<file path="src/rtl/ddr3_bridge_cfg.svh">
`ifndef DDR3_BRIDGE_CFG_SVH
`define DDR3_BRIDGE_CFG_SVH

// width of the word address on both Wishbone ports
`define DDR3_BUS_ADDR_W 32

// the controller takes a 26 bit word address
`define DDR3_AVL_ADDR_W 26

`define DDR3_LINE_W 128

// the queue must hold a power of two entries, at least two
`define DDR3_CMD_DEPTH 4

`endif

</file>
<file path="src/rtl/ddr3_bridge_pkg.sv">
`default_nettype none

`include "ddr3_bridge_cfg.svh"

package ddr3_bridge_pkg;

  typedef logic [`DDR3_BUS_ADDR_W-1:0] bus_addr_t;
  typedef logic [`DDR3_AVL_ADDR_W-1:0] avl_addr_t;  // low bits of bus_addr_t
  typedef logic [`DDR3_LINE_W-1:0]     line_t;

  typedef enum logic {
    PORT_INST,
    PORT_DATA
  } port_sel_e;

  typedef enum logic [1:0] {
    ARB_IDLE,
    ARB_PUSH,
    ARB_WAIT_RSP
  } arb_state_e;

  typedef enum logic [1:0] {
    AVL_IDLE,
    AVL_CMD,
    AVL_RDATA
  } avl_state_e;

endpackage

`default_nettype wire

</file>
<file path="src/rtl/ddr3_cmd_if.sv">
`timescale 1ns/1ps
`default_nettype none

interface ddr3_cmd_if;
  import ddr3_bridge_pkg::*;

  logic      valid;
  logic      ready;
  logic      we;     // high for a write, low for a read
  avl_addr_t addr;
  line_t     wdata;

  modport source (
    output valid,
    output we,
    output addr,
    output wdata,
    input  ready
  );

  modport sink (
    input  valid,
    input  we,
    input  addr,
    input  wdata,
    output ready
  );

endinterface

`default_nettype wire

</file>
<file path="src/rtl/ddr3_avl_master.sv">
`timescale 1ns/1ps
`default_nettype none

module ddr3_avl_master (
  input  logic                      clk,
  input  logic                      rst,
  ddr3_cmd_if.sink                  cmd,

  input  logic                      avl_ready_i,
  input  logic                      avl_rdata_valid_i,
  input  ddr3_bridge_pkg::line_t    avl_rdata_i,
  output logic                      avl_read_o,
  output logic                      avl_write_o,
  output ddr3_bridge_pkg::avl_addr_t avl_addr_o,
  output ddr3_bridge_pkg::line_t    avl_wdata_o,

  output logic                      rsp_valid_o,
  output ddr3_bridge_pkg::line_t    rsp_data_o
);
  import ddr3_bridge_pkg::*;

  avl_state_e state;

  // one command at a time, so the queue is popped only when idle
  assign cmd.ready = (state == AVL_IDLE);

  always_ff @(posedge clk)
  begin
    if (state == AVL_IDLE && cmd.valid)
    begin
      avl_addr_o  <= cmd.addr;
      avl_wdata_o <= cmd.wdata;
    end
    if (state == AVL_RDATA && avl_rdata_valid_i)
      rsp_data_o <= avl_rdata_i;
  end

  always_ff @(posedge clk)
  begin
    if (rst)
    begin
      state       <= AVL_IDLE;
      avl_read_o  <= 1'b0;
      avl_write_o <= 1'b0;
      rsp_valid_o <= 1'b0;
    end
    else
    begin
      rsp_valid_o <= 1'b0;
      case (state)
        AVL_IDLE:
        begin
          if (cmd.valid)
          begin
            avl_read_o  <= !cmd.we;
            avl_write_o <= cmd.we;
            state       <= AVL_CMD;
          end
        end
        AVL_CMD:
        begin
          if (avl_ready_i)  // controller has taken the command
          begin
            avl_read_o  <= 1'b0;
            avl_write_o <= 1'b0;
            state       <= avl_read_o ? AVL_RDATA : AVL_IDLE;
          end
        end
        AVL_RDATA:
        begin
          if (avl_rdata_valid_i)
          begin
            rsp_valid_o <= 1'b1;
            state       <= AVL_IDLE;
          end
        end
        default: state <= AVL_IDLE;
      endcase
    end
  end

  a_rd_wr_excl: assert property (@(posedge clk) disable iff (rst) !(avl_read_o && avl_write_o));

endmodule

`default_nettype wire

</file>
<file path="src/rtl/ddr3_bridge.sv">
`timescale 1ns/1ps
`default_nettype none

module ddr3_bridge (
  input  logic                       clk,
  input  logic                       rst,

  input  logic                       inst_stb_i,
  input  logic                       inst_we_i,
  input  ddr3_bridge_pkg::bus_addr_t inst_adr_i,
  input  ddr3_bridge_pkg::line_t     inst_dat_i,
  output logic                       inst_ack_o,
  output logic                       inst_stall_o,
  output ddr3_bridge_pkg::line_t     inst_dat_o,

  input  logic                       data_stb_i,
  input  logic                       data_we_i,
  input  ddr3_bridge_pkg::bus_addr_t data_adr_i,
  input  ddr3_bridge_pkg::line_t     data_dat_i,
  output logic                       data_ack_o,
  output logic                       data_stall_o,
  output ddr3_bridge_pkg::line_t     data_dat_o,

  input  logic                       avl_ready_i,
  input  logic                       avl_rdata_valid_i,
  input  ddr3_bridge_pkg::line_t     avl_rdata_i,
  output logic                       avl_read_o,
  output logic                       avl_write_o,
  output ddr3_bridge_pkg::avl_addr_t avl_addr_o,
  output ddr3_bridge_pkg::line_t     avl_wdata_o
);
  import ddr3_bridge_pkg::*;

  logic  rsp_valid;
  line_t rsp_data;

  ddr3_cmd_if cmd_in_if ();
  ddr3_cmd_if cmd_out_if ();

  ddr3_port_arbiter u_arbiter (
    .clk          (clk),
    .rst          (rst),
    .inst_stb_i   (inst_stb_i),
    .inst_we_i    (inst_we_i),
    .inst_adr_i   (inst_adr_i),
    .inst_dat_i   (inst_dat_i),
    .inst_ack_o   (inst_ack_o),
    .inst_stall_o (inst_stall_o),
    .inst_dat_o   (inst_dat_o),
    .data_stb_i   (data_stb_i),
    .data_we_i    (data_we_i),
    .data_adr_i   (data_adr_i),
    .data_dat_i   (data_dat_i),
    .data_ack_o   (data_ack_o),
    .data_stall_o (data_stall_o),
    .data_dat_o   (data_dat_o),
    .cmd          (cmd_in_if.source),
    .rsp_valid_i  (rsp_valid),
    .rsp_data_i   (rsp_data)
  );

  ddr3_cmd_queue u_cmd_queue (
    .clk (clk),
    .rst (rst),
    .wr  (cmd_in_if.sink),
    .rd  (cmd_out_if.source)
  );

  ddr3_avl_master u_avl_master (
    .clk               (clk),
    .rst               (rst),
    .cmd               (cmd_out_if.sink),
    .avl_ready_i       (avl_ready_i),
    .avl_rdata_valid_i (avl_rdata_valid_i),
    .avl_rdata_i       (avl_rdata_i),
    .avl_read_o        (avl_read_o),
    .avl_write_o       (avl_write_o),
    .avl_addr_o        (avl_addr_o),
    .avl_wdata_o       (avl_wdata_o),
    .rsp_valid_o       (rsp_valid),
    .rsp_data_o        (rsp_data)
  );

endmodule

`default_nettype wire

</file>
<file path="src/rtl/ddr3_cmd_queue.sv">
`timescale 1ns/1ps
`default_nettype none

`include "ddr3_bridge_cfg.svh"

module ddr3_cmd_queue #(
  parameter int DEPTH = `DDR3_CMD_DEPTH
) (
  input  logic       clk,
  input  logic       rst,
  ddr3_cmd_if.sink   wr,
  ddr3_cmd_if.source rd
);
  import ddr3_bridge_pkg::*;

  localparam int             PTR_W    = $clog2(DEPTH);
  localparam logic [PTR_W:0] CNT_FULL = (PTR_W+1)'(DEPTH);

  logic             we_mem    [DEPTH];
  avl_addr_t        addr_mem  [DEPTH];
  line_t            wdata_mem [DEPTH];
  logic [PTR_W-1:0] wr_ptr;
  logic [PTR_W-1:0] rd_ptr;   // both pointers wrap by overflow
  logic [PTR_W:0]   count;
  logic             push;
  logic             pop;

  assign wr.ready = (count != CNT_FULL);
  assign rd.valid = (count != '0);
  assign push     = wr.valid && wr.ready;
  assign pop      = rd.valid && rd.ready;

  assign rd.we    = we_mem[rd_ptr];
  assign rd.addr  = addr_mem[rd_ptr];
  assign rd.wdata = wdata_mem[rd_ptr];

  always_ff @(posedge clk)
  begin
    if (push)
    begin
      we_mem[wr_ptr]    <= wr.we;
      addr_mem[wr_ptr]  <= wr.addr;
      wdata_mem[wr_ptr] <= wr.wdata;
    end
  end

  always_ff @(posedge clk)
  begin
    if (rst)
    begin
      wr_ptr <= '0;
      rd_ptr <= '0;
      count  <= '0;
    end
    else
    begin
      if (push)
        wr_ptr <= wr_ptr + 1'b1;
      if (pop)
        rd_ptr <= rd_ptr + 1'b1;
      if (push && !pop)
        count <= count + 1'b1;
      else if (pop && !push)
        count <= count - 1'b1;
    end
  end

  a_no_overflow: assert property (@(posedge clk) disable iff (rst) count <= CNT_FULL);

endmodule

`default_nettype wire

</file>
<file path="src/rtl/ddr3_port_arbiter.sv">
`timescale 1ns/1ps
`default_nettype none

module ddr3_port_arbiter (
  input  logic                       clk,
  input  logic                       rst,

  input  logic                       inst_stb_i,
  input  logic                       inst_we_i,
  input  ddr3_bridge_pkg::bus_addr_t inst_adr_i,
  input  ddr3_bridge_pkg::line_t     inst_dat_i,
  output logic                       inst_ack_o,
  output logic                       inst_stall_o,
  output ddr3_bridge_pkg::line_t     inst_dat_o,

  input  logic                       data_stb_i,
  input  logic                       data_we_i,
  input  ddr3_bridge_pkg::bus_addr_t data_adr_i,
  input  ddr3_bridge_pkg::line_t     data_dat_i,
  output logic                       data_ack_o,
  output logic                       data_stall_o,
  output ddr3_bridge_pkg::line_t     data_dat_o,

  ddr3_cmd_if.source                 cmd,

  input  logic                       rsp_valid_i,
  input  ddr3_bridge_pkg::line_t     rsp_data_i
);
  import ddr3_bridge_pkg::*;

  arb_state_e state;
  port_sel_e  owner;      // port whose transfer is in progress
  port_sel_e  prio;
  port_sel_e  next_prio;
  port_sel_e  grant_sel;
  logic       grant_valid;
  bus_addr_t  grant_adr;

  logic       cmd_we_q;
  avl_addr_t  cmd_addr_q;
  line_t      cmd_wdata_q;

  // the prioritized port wins, the other one only when it is alone
  always_comb
  begin
    if (prio == PORT_INST)
      grant_sel = inst_stb_i ? PORT_INST : PORT_DATA;
    else
      grant_sel = data_stb_i ? PORT_DATA : PORT_INST;
    grant_valid = (state == ARB_IDLE) && (inst_stb_i || data_stb_i);
    grant_adr   = (grant_sel == PORT_INST) ? inst_adr_i : data_adr_i;
  end

  assign next_prio    = (owner == PORT_INST) ? PORT_DATA : PORT_INST;
  assign inst_stall_o = !(grant_valid && grant_sel == PORT_INST);
  assign data_stall_o = !(grant_valid && grant_sel == PORT_DATA);

  assign cmd.valid = (state == ARB_PUSH);
  assign cmd.we    = cmd_we_q;
  assign cmd.addr  = cmd_addr_q;
  assign cmd.wdata = cmd_wdata_q;

  always_ff @(posedge clk)
  begin
    if (grant_valid)
    begin
      cmd_we_q    <= (grant_sel == PORT_INST) ? inst_we_i : data_we_i;
      cmd_addr_q  <= grant_adr[$bits(avl_addr_t)-1:0];  // drop the bits above the DDR3 range
      cmd_wdata_q <= (grant_sel == PORT_INST) ? inst_dat_i : data_dat_i;
    end
    if (state == ARB_WAIT_RSP && rsp_valid_i)
    begin
      if (owner == PORT_INST)
        inst_dat_o <= rsp_data_i;
      else
        data_dat_o <= rsp_data_i;
    end
  end

  always_ff @(posedge clk)
  begin
    if (rst)
    begin
      state      <= ARB_IDLE;
      owner      <= PORT_INST;
      prio       <= PORT_INST;
      inst_ack_o <= 1'b0;
      data_ack_o <= 1'b0;
    end
    else
    begin
      inst_ack_o <= 1'b0;
      data_ack_o <= 1'b0;
      case (state)
        ARB_IDLE:
        begin
          if (grant_valid)
          begin
            owner <= grant_sel;
            state <= ARB_PUSH;
          end
        end
        ARB_PUSH:
        begin
          if (cmd.ready)
          begin
            if (cmd_we_q)
            begin
              inst_ack_o <= (owner == PORT_INST);  // writes finish once queued
              data_ack_o <= (owner == PORT_DATA);
              prio       <= next_prio;
              state      <= ARB_IDLE;
            end
            else
              state <= ARB_WAIT_RSP;
          end
        end
        ARB_WAIT_RSP:
        begin
          if (rsp_valid_i)
          begin
            inst_ack_o <= (owner == PORT_INST);
            data_ack_o <= (owner == PORT_DATA);
            prio       <= next_prio;
            state      <= ARB_IDLE;
          end
        end
        default: state <= ARB_IDLE;
      endcase
    end
  end

  a_one_ack: assert property (@(posedge clk) disable iff (rst) !(inst_ack_o && data_ack_o));

endmodule

`default_nettype wire

</file>
<file path="config.mk">
export PLATFORM = sky130hd
export DESIGN_NAME = ddr3_bridge
export DESIGN_NICKNAME = d
export VERILOG_FILES = /design/src/rtl/ddr3_bridge_pkg.sv /design/src/rtl/ddr3_cmd_if.sv /design/src/rtl/ddr3_avl_master.sv /design/src/rtl/ddr3_bridge.sv /design/src/rtl/ddr3_cmd_queue.sv /design/src/rtl/ddr3_port_arbiter.sv
export VERILOG_INCLUDE_DIRS = /design/src /design/src/rtl
export SDC_FILE = /design/constraint.sdc
export NUM_CORES = 1
export LEC_CHECK = 0
export BUFFER_PORTS_ARGS = -buffer_cell sky130_fd_sc_hd__buf_2
export CAP_MARGIN = 20
export CORE_ASPECT_RATIO = 0.6
export CORE_MARGIN = 3
export CORE_UTILIZATION = 47
export CTS_CLUSTER_SIZE = 14
export DETAILED_ROUTE_END_ITERATION = 10
export PLACE_DENSITY_LB_ADDON = 0.05
export SLEW_MARGIN = 20
export SYNTH_ARGS = -nofsm -noshare
export SYNTH_HDL_FRONTEND = slang
export SYNTH_SLANG_ARGS = --single-unit
</file>
<file path="constraint.sdc">
create_clock -name clk -period 8.4 [get_ports clk]
set_input_delay 0.42 -clock clk [delete_from_list [all_inputs] [get_ports clk]]
set_output_delay 0.42 -clock clk [all_outputs]
set_load 0.005 [all_outputs]
</file>
==> summary.md <==
| Metric | Value |
|---|---|
| Die Width | `410 um` |
| Detailed Route WL | `110,000 um` |
| Worst Path Required | `7.98 ns` |
| Seq cells post-synth | `1,333` |
| Setup ws final | `5.05 ns` |
| Die H | `248 um` |
| Final min period | `3.35 ns` |
| Area Overhead vs Synth | `29.2%` |
| I/O pins | `872` |
| Seq/Total Area, Yosys | `0.865` |
| Starting Density | `0.477` |
| LEAKAGE | `20.9 nW` |
| Hold Crit Class | `in -> reg` |
| First-pass GRT wire length | `159,000 um` |
| Final setup fails | `0` |
| GRT overflow | `0` |
| Final hold vios | `0` |
| Power density over cell area | `284 nW/um2` |
| Post-synth ARST share | `0` |
| Row cnt | `88` |
| Htree depth | `3` |
| Slowest stage delay, CP | `0.73 ns` |
| Max-cap violations | `0` |
| Unrepaired setup endpoints after global routing | `false` |
| GRT Overall Usage | `0.215` |
| CP Capture Type | `output pin` |
| Crit Path Class | `reg -> out` |
| Cell variety after synth | `49` |
| Most common cell after layout, fill and taps aside | `edfxtp_1` |
| Iter 0 DRT Violations | `1,820` |
| Fin Hold WS | `0.0496 ns` |
| Post-synth EDFFs | `1,313` |
| Final slew viol count | `0` |
| Most frequent cell on the critical path | `buf_4` |
| Crit-path cells | `mux2i_4 -> buf_4 -> buf_4 -> nand2_1 -> buf_2` |
| Vias | `22,700` |
| Drt wl/cell | `24.3 um` |
| Tot Pwr | `16.9 mW` |
| Worst VDD drop | `222 uV` |
| Floorplan core area | `96,600 um2` |
| Avg Inst Size Synth | `25.7 um2` |
| CP arrival | `2.93 ns` |
| CTS tree | `built` |
| Mapped Area | `46,000 um2` |
| Most frequent cells in the layout | `edfxtp_1 (1,313), buf_2 (859), dlygate4sd3_1 (386)` |
| Synth Warn # | `0` |
| Post-cts gate resize count | `0` |
| Vias in the first global route | `24,000` |
| Final core utilization | `0.616` |
| Detail Placement HPWL | `69,900 um` |
| Cts hold-fix bufs | `386` |
| Clk Latency, worst-skew pair | `0.72 ns` |
| CTS Buf Count | `118` |
| Actual slew at the worst max-slew pin | `1.04 ns` |
| Total negative setup slack | `0 ns` |
| # port buffers | `859` |
| Placer congestion estimate | `0.897` |
| Fraction of layout cells with a size suffix above 1 | `0.377` |
| Startpoint Class | `flip-flop` |
| Final #Nets | `3,586` |
| # DRC | `0` |
| Deepest clock path buffer count | `3` |
| Crit Path Max Fanout | `66` |
| Status | `completed` |
| Syn_nets | `2,255` |
| Post-Syn Instances | `1,790` |
| Clk pin slew, worst setup/hold paths | `0.06 ns` |
| Post-DR vias/cell | `5.03` |
| Die area | `102,000 um2` |
| Post-Place Setup Slack | `5.34 ns` |
| Slew HR | `0.306` |
| Initial antenna violation count | `4` |
| Slowest cell on crit path | `buf_4` |
| Setup Fix Bufs, Post-CTS | `0` |
| Worst Skew | `0.0245 ns` |
| Largest net degree at the start of global routing | `131` |
| 1st-pass router iterations | `5` |
| Antenna Nets Post-Route | `0` |
| Highest clock rate | `299 MHz` |
| Ys flop type | `edfxtp_1` |
| Root Driver | `clkbuf_16` |
| Share of the clock period used by the worst path | `0.399` |
| CTS sink count | `1,333` |
==> layer usage <==
metal | vias to the layer above | track usage | wire length (um)
met5 | - | 0 | 0
met4 | 0 | 0.0641 | 3180
met3 | 171 | 0.0485 | 6740
met2 | 658 | 0.363 | 56300
met1 | 11700 | 0.282 | 43500
li1 | 10200 | - | -
==> registers in the layout, summed over array words and instances, names as in the netlist, 2 cells and up, named ones only <==
| register | cells |
|---|---|
| u_cmd_queue.wdata_mem | 512 |
| u_avl_master.avl_wdata_o | 128 |
| u_cmd_queue.wr_ptr | 2 |
| u_arbiter.data_dat_o | 128 |
| u_cmd_queue.rd_ptr | 2 |
| u_avl_master.avl_addr_o | 26 |
| u_avl_master.state | 2 |
| u_arbiter.cmd.addr | 26 |
| u_avl_master.rsp_data_o | 128 |
| u_arbiter.state | 2 |
| u_arbiter.cmd.wdata | 128 |
| u_arbiter.inst_dat_o | 128 |
| u_cmd_queue.count | 3 |
| u_cmd_queue.we_mem | 4 |
| u_cmd_queue.addr_mem | 104 |
==> layout make-up <==
cell class	instances	area (um2)
inverters	10	42.5
well taps	1305	1630
clock buffers	146	3080
repair buffers	1267	8380
diodes	3	7.51
fillers	6916	37100
clock inverters	61	586
multi-input cells	391	5900
flip-flops and latches	1333	39800
==> worst max-delay path: cells and delay by family, from the launching register on <==
| family | cells | cell delay (ns) |
|---|---|---|
| buffers and inverters | 3 | 1.37 |
| DFF | 1 | 0.43 |
| muxes | 1 | 0.24 |
| and+or+nand+nor | 1 | 0.09 |
==> kinds of logic after synthesis <==
family | share of synthesized area
flip-flops | 0.865
multiplexers | 0.114
buffers and inverters | 0.00783
AND/OR/NAND/NOR | 0.00587
AO/OA/AOI/OAI | 0.00370
adder cells (fa/ha/maj) | 0.00261
XOR/XNOR | 0.000381
==> Yosys cell counts, types with 2 or more instances <==
cell type  number  area [um2]
a21oi_1         9        45.0
and3_1          5        31.3
buf_1           6        22.5
buf_2          21         105
buf_4          15         113
buf_6           4        45.0
clkbuf_1       10        37.5
dfxtp_1        20         400
edfxtp_1     1313       39400
ha_1            8         100
inv_1           9        33.8
mux2_1        145        1630
mux2_2         11         124
mux2i_1         2        20.0
mux4_2        155        3490
nand2_1         3        11.3
nand2b_1        2        12.5
nand3_1         3        15.0
nand3b_1        2        15.0
nor2_1          7        26.3
nor2b_1         2        12.5
nor3b_1         2        15.0
o21ai_0         3        15.0
o311ai_0        2        17.5
o31ai_1         2        15.0
or3_1           3        18.8
or3b_1          3        26.3
xor2_1          2        17.5
==> power breakdown <==
part / total (mW) / switching [mW] / internal [mW]
Clock: 5.20 / 2.31 / 2.90
Sequential: 9.01 / 0.475 / 8.54
Combinational: 2.69 / 1.40 / 1.29
Total: 16.9 / 4.18 / 12.7
==> metrics by stage <==
step | cell area, um2 | instances
2_1_floorplan | 46000 | 1790
3_3_place_gp | 51900 | 3920
3_5_place_dp | 51900 | 3920
4_1_cts | 59500 | 4513
5_1_grt | 59500 | 4514
6_report | 59500 | 4516
==> final timing paths <==
kind	endpoint	slack, ns	cells past startpoint	startpoint
max	inst_stall_o	5.05	5	u_arbiter.prio$_SDFFE_PP0P_
min	u_arbiter.cmd.wdata[20]$_DFFE_PN_	0.05	2	data_dat_i[20]
max reg2reg	u_arbiter.cmd.wdata[48]$_DFFE_PN_	5.12	5	u_arbiter.prio$_SDFFE_PP0P_
min reg2reg	u_arbiter.inst_dat_o[42]$_DFFE_PP_	0.44	0	u_avl_master.rsp_data_o[42]$_DFFE_PP_
No activity file was read; power rests on OpenSTA's default activity.
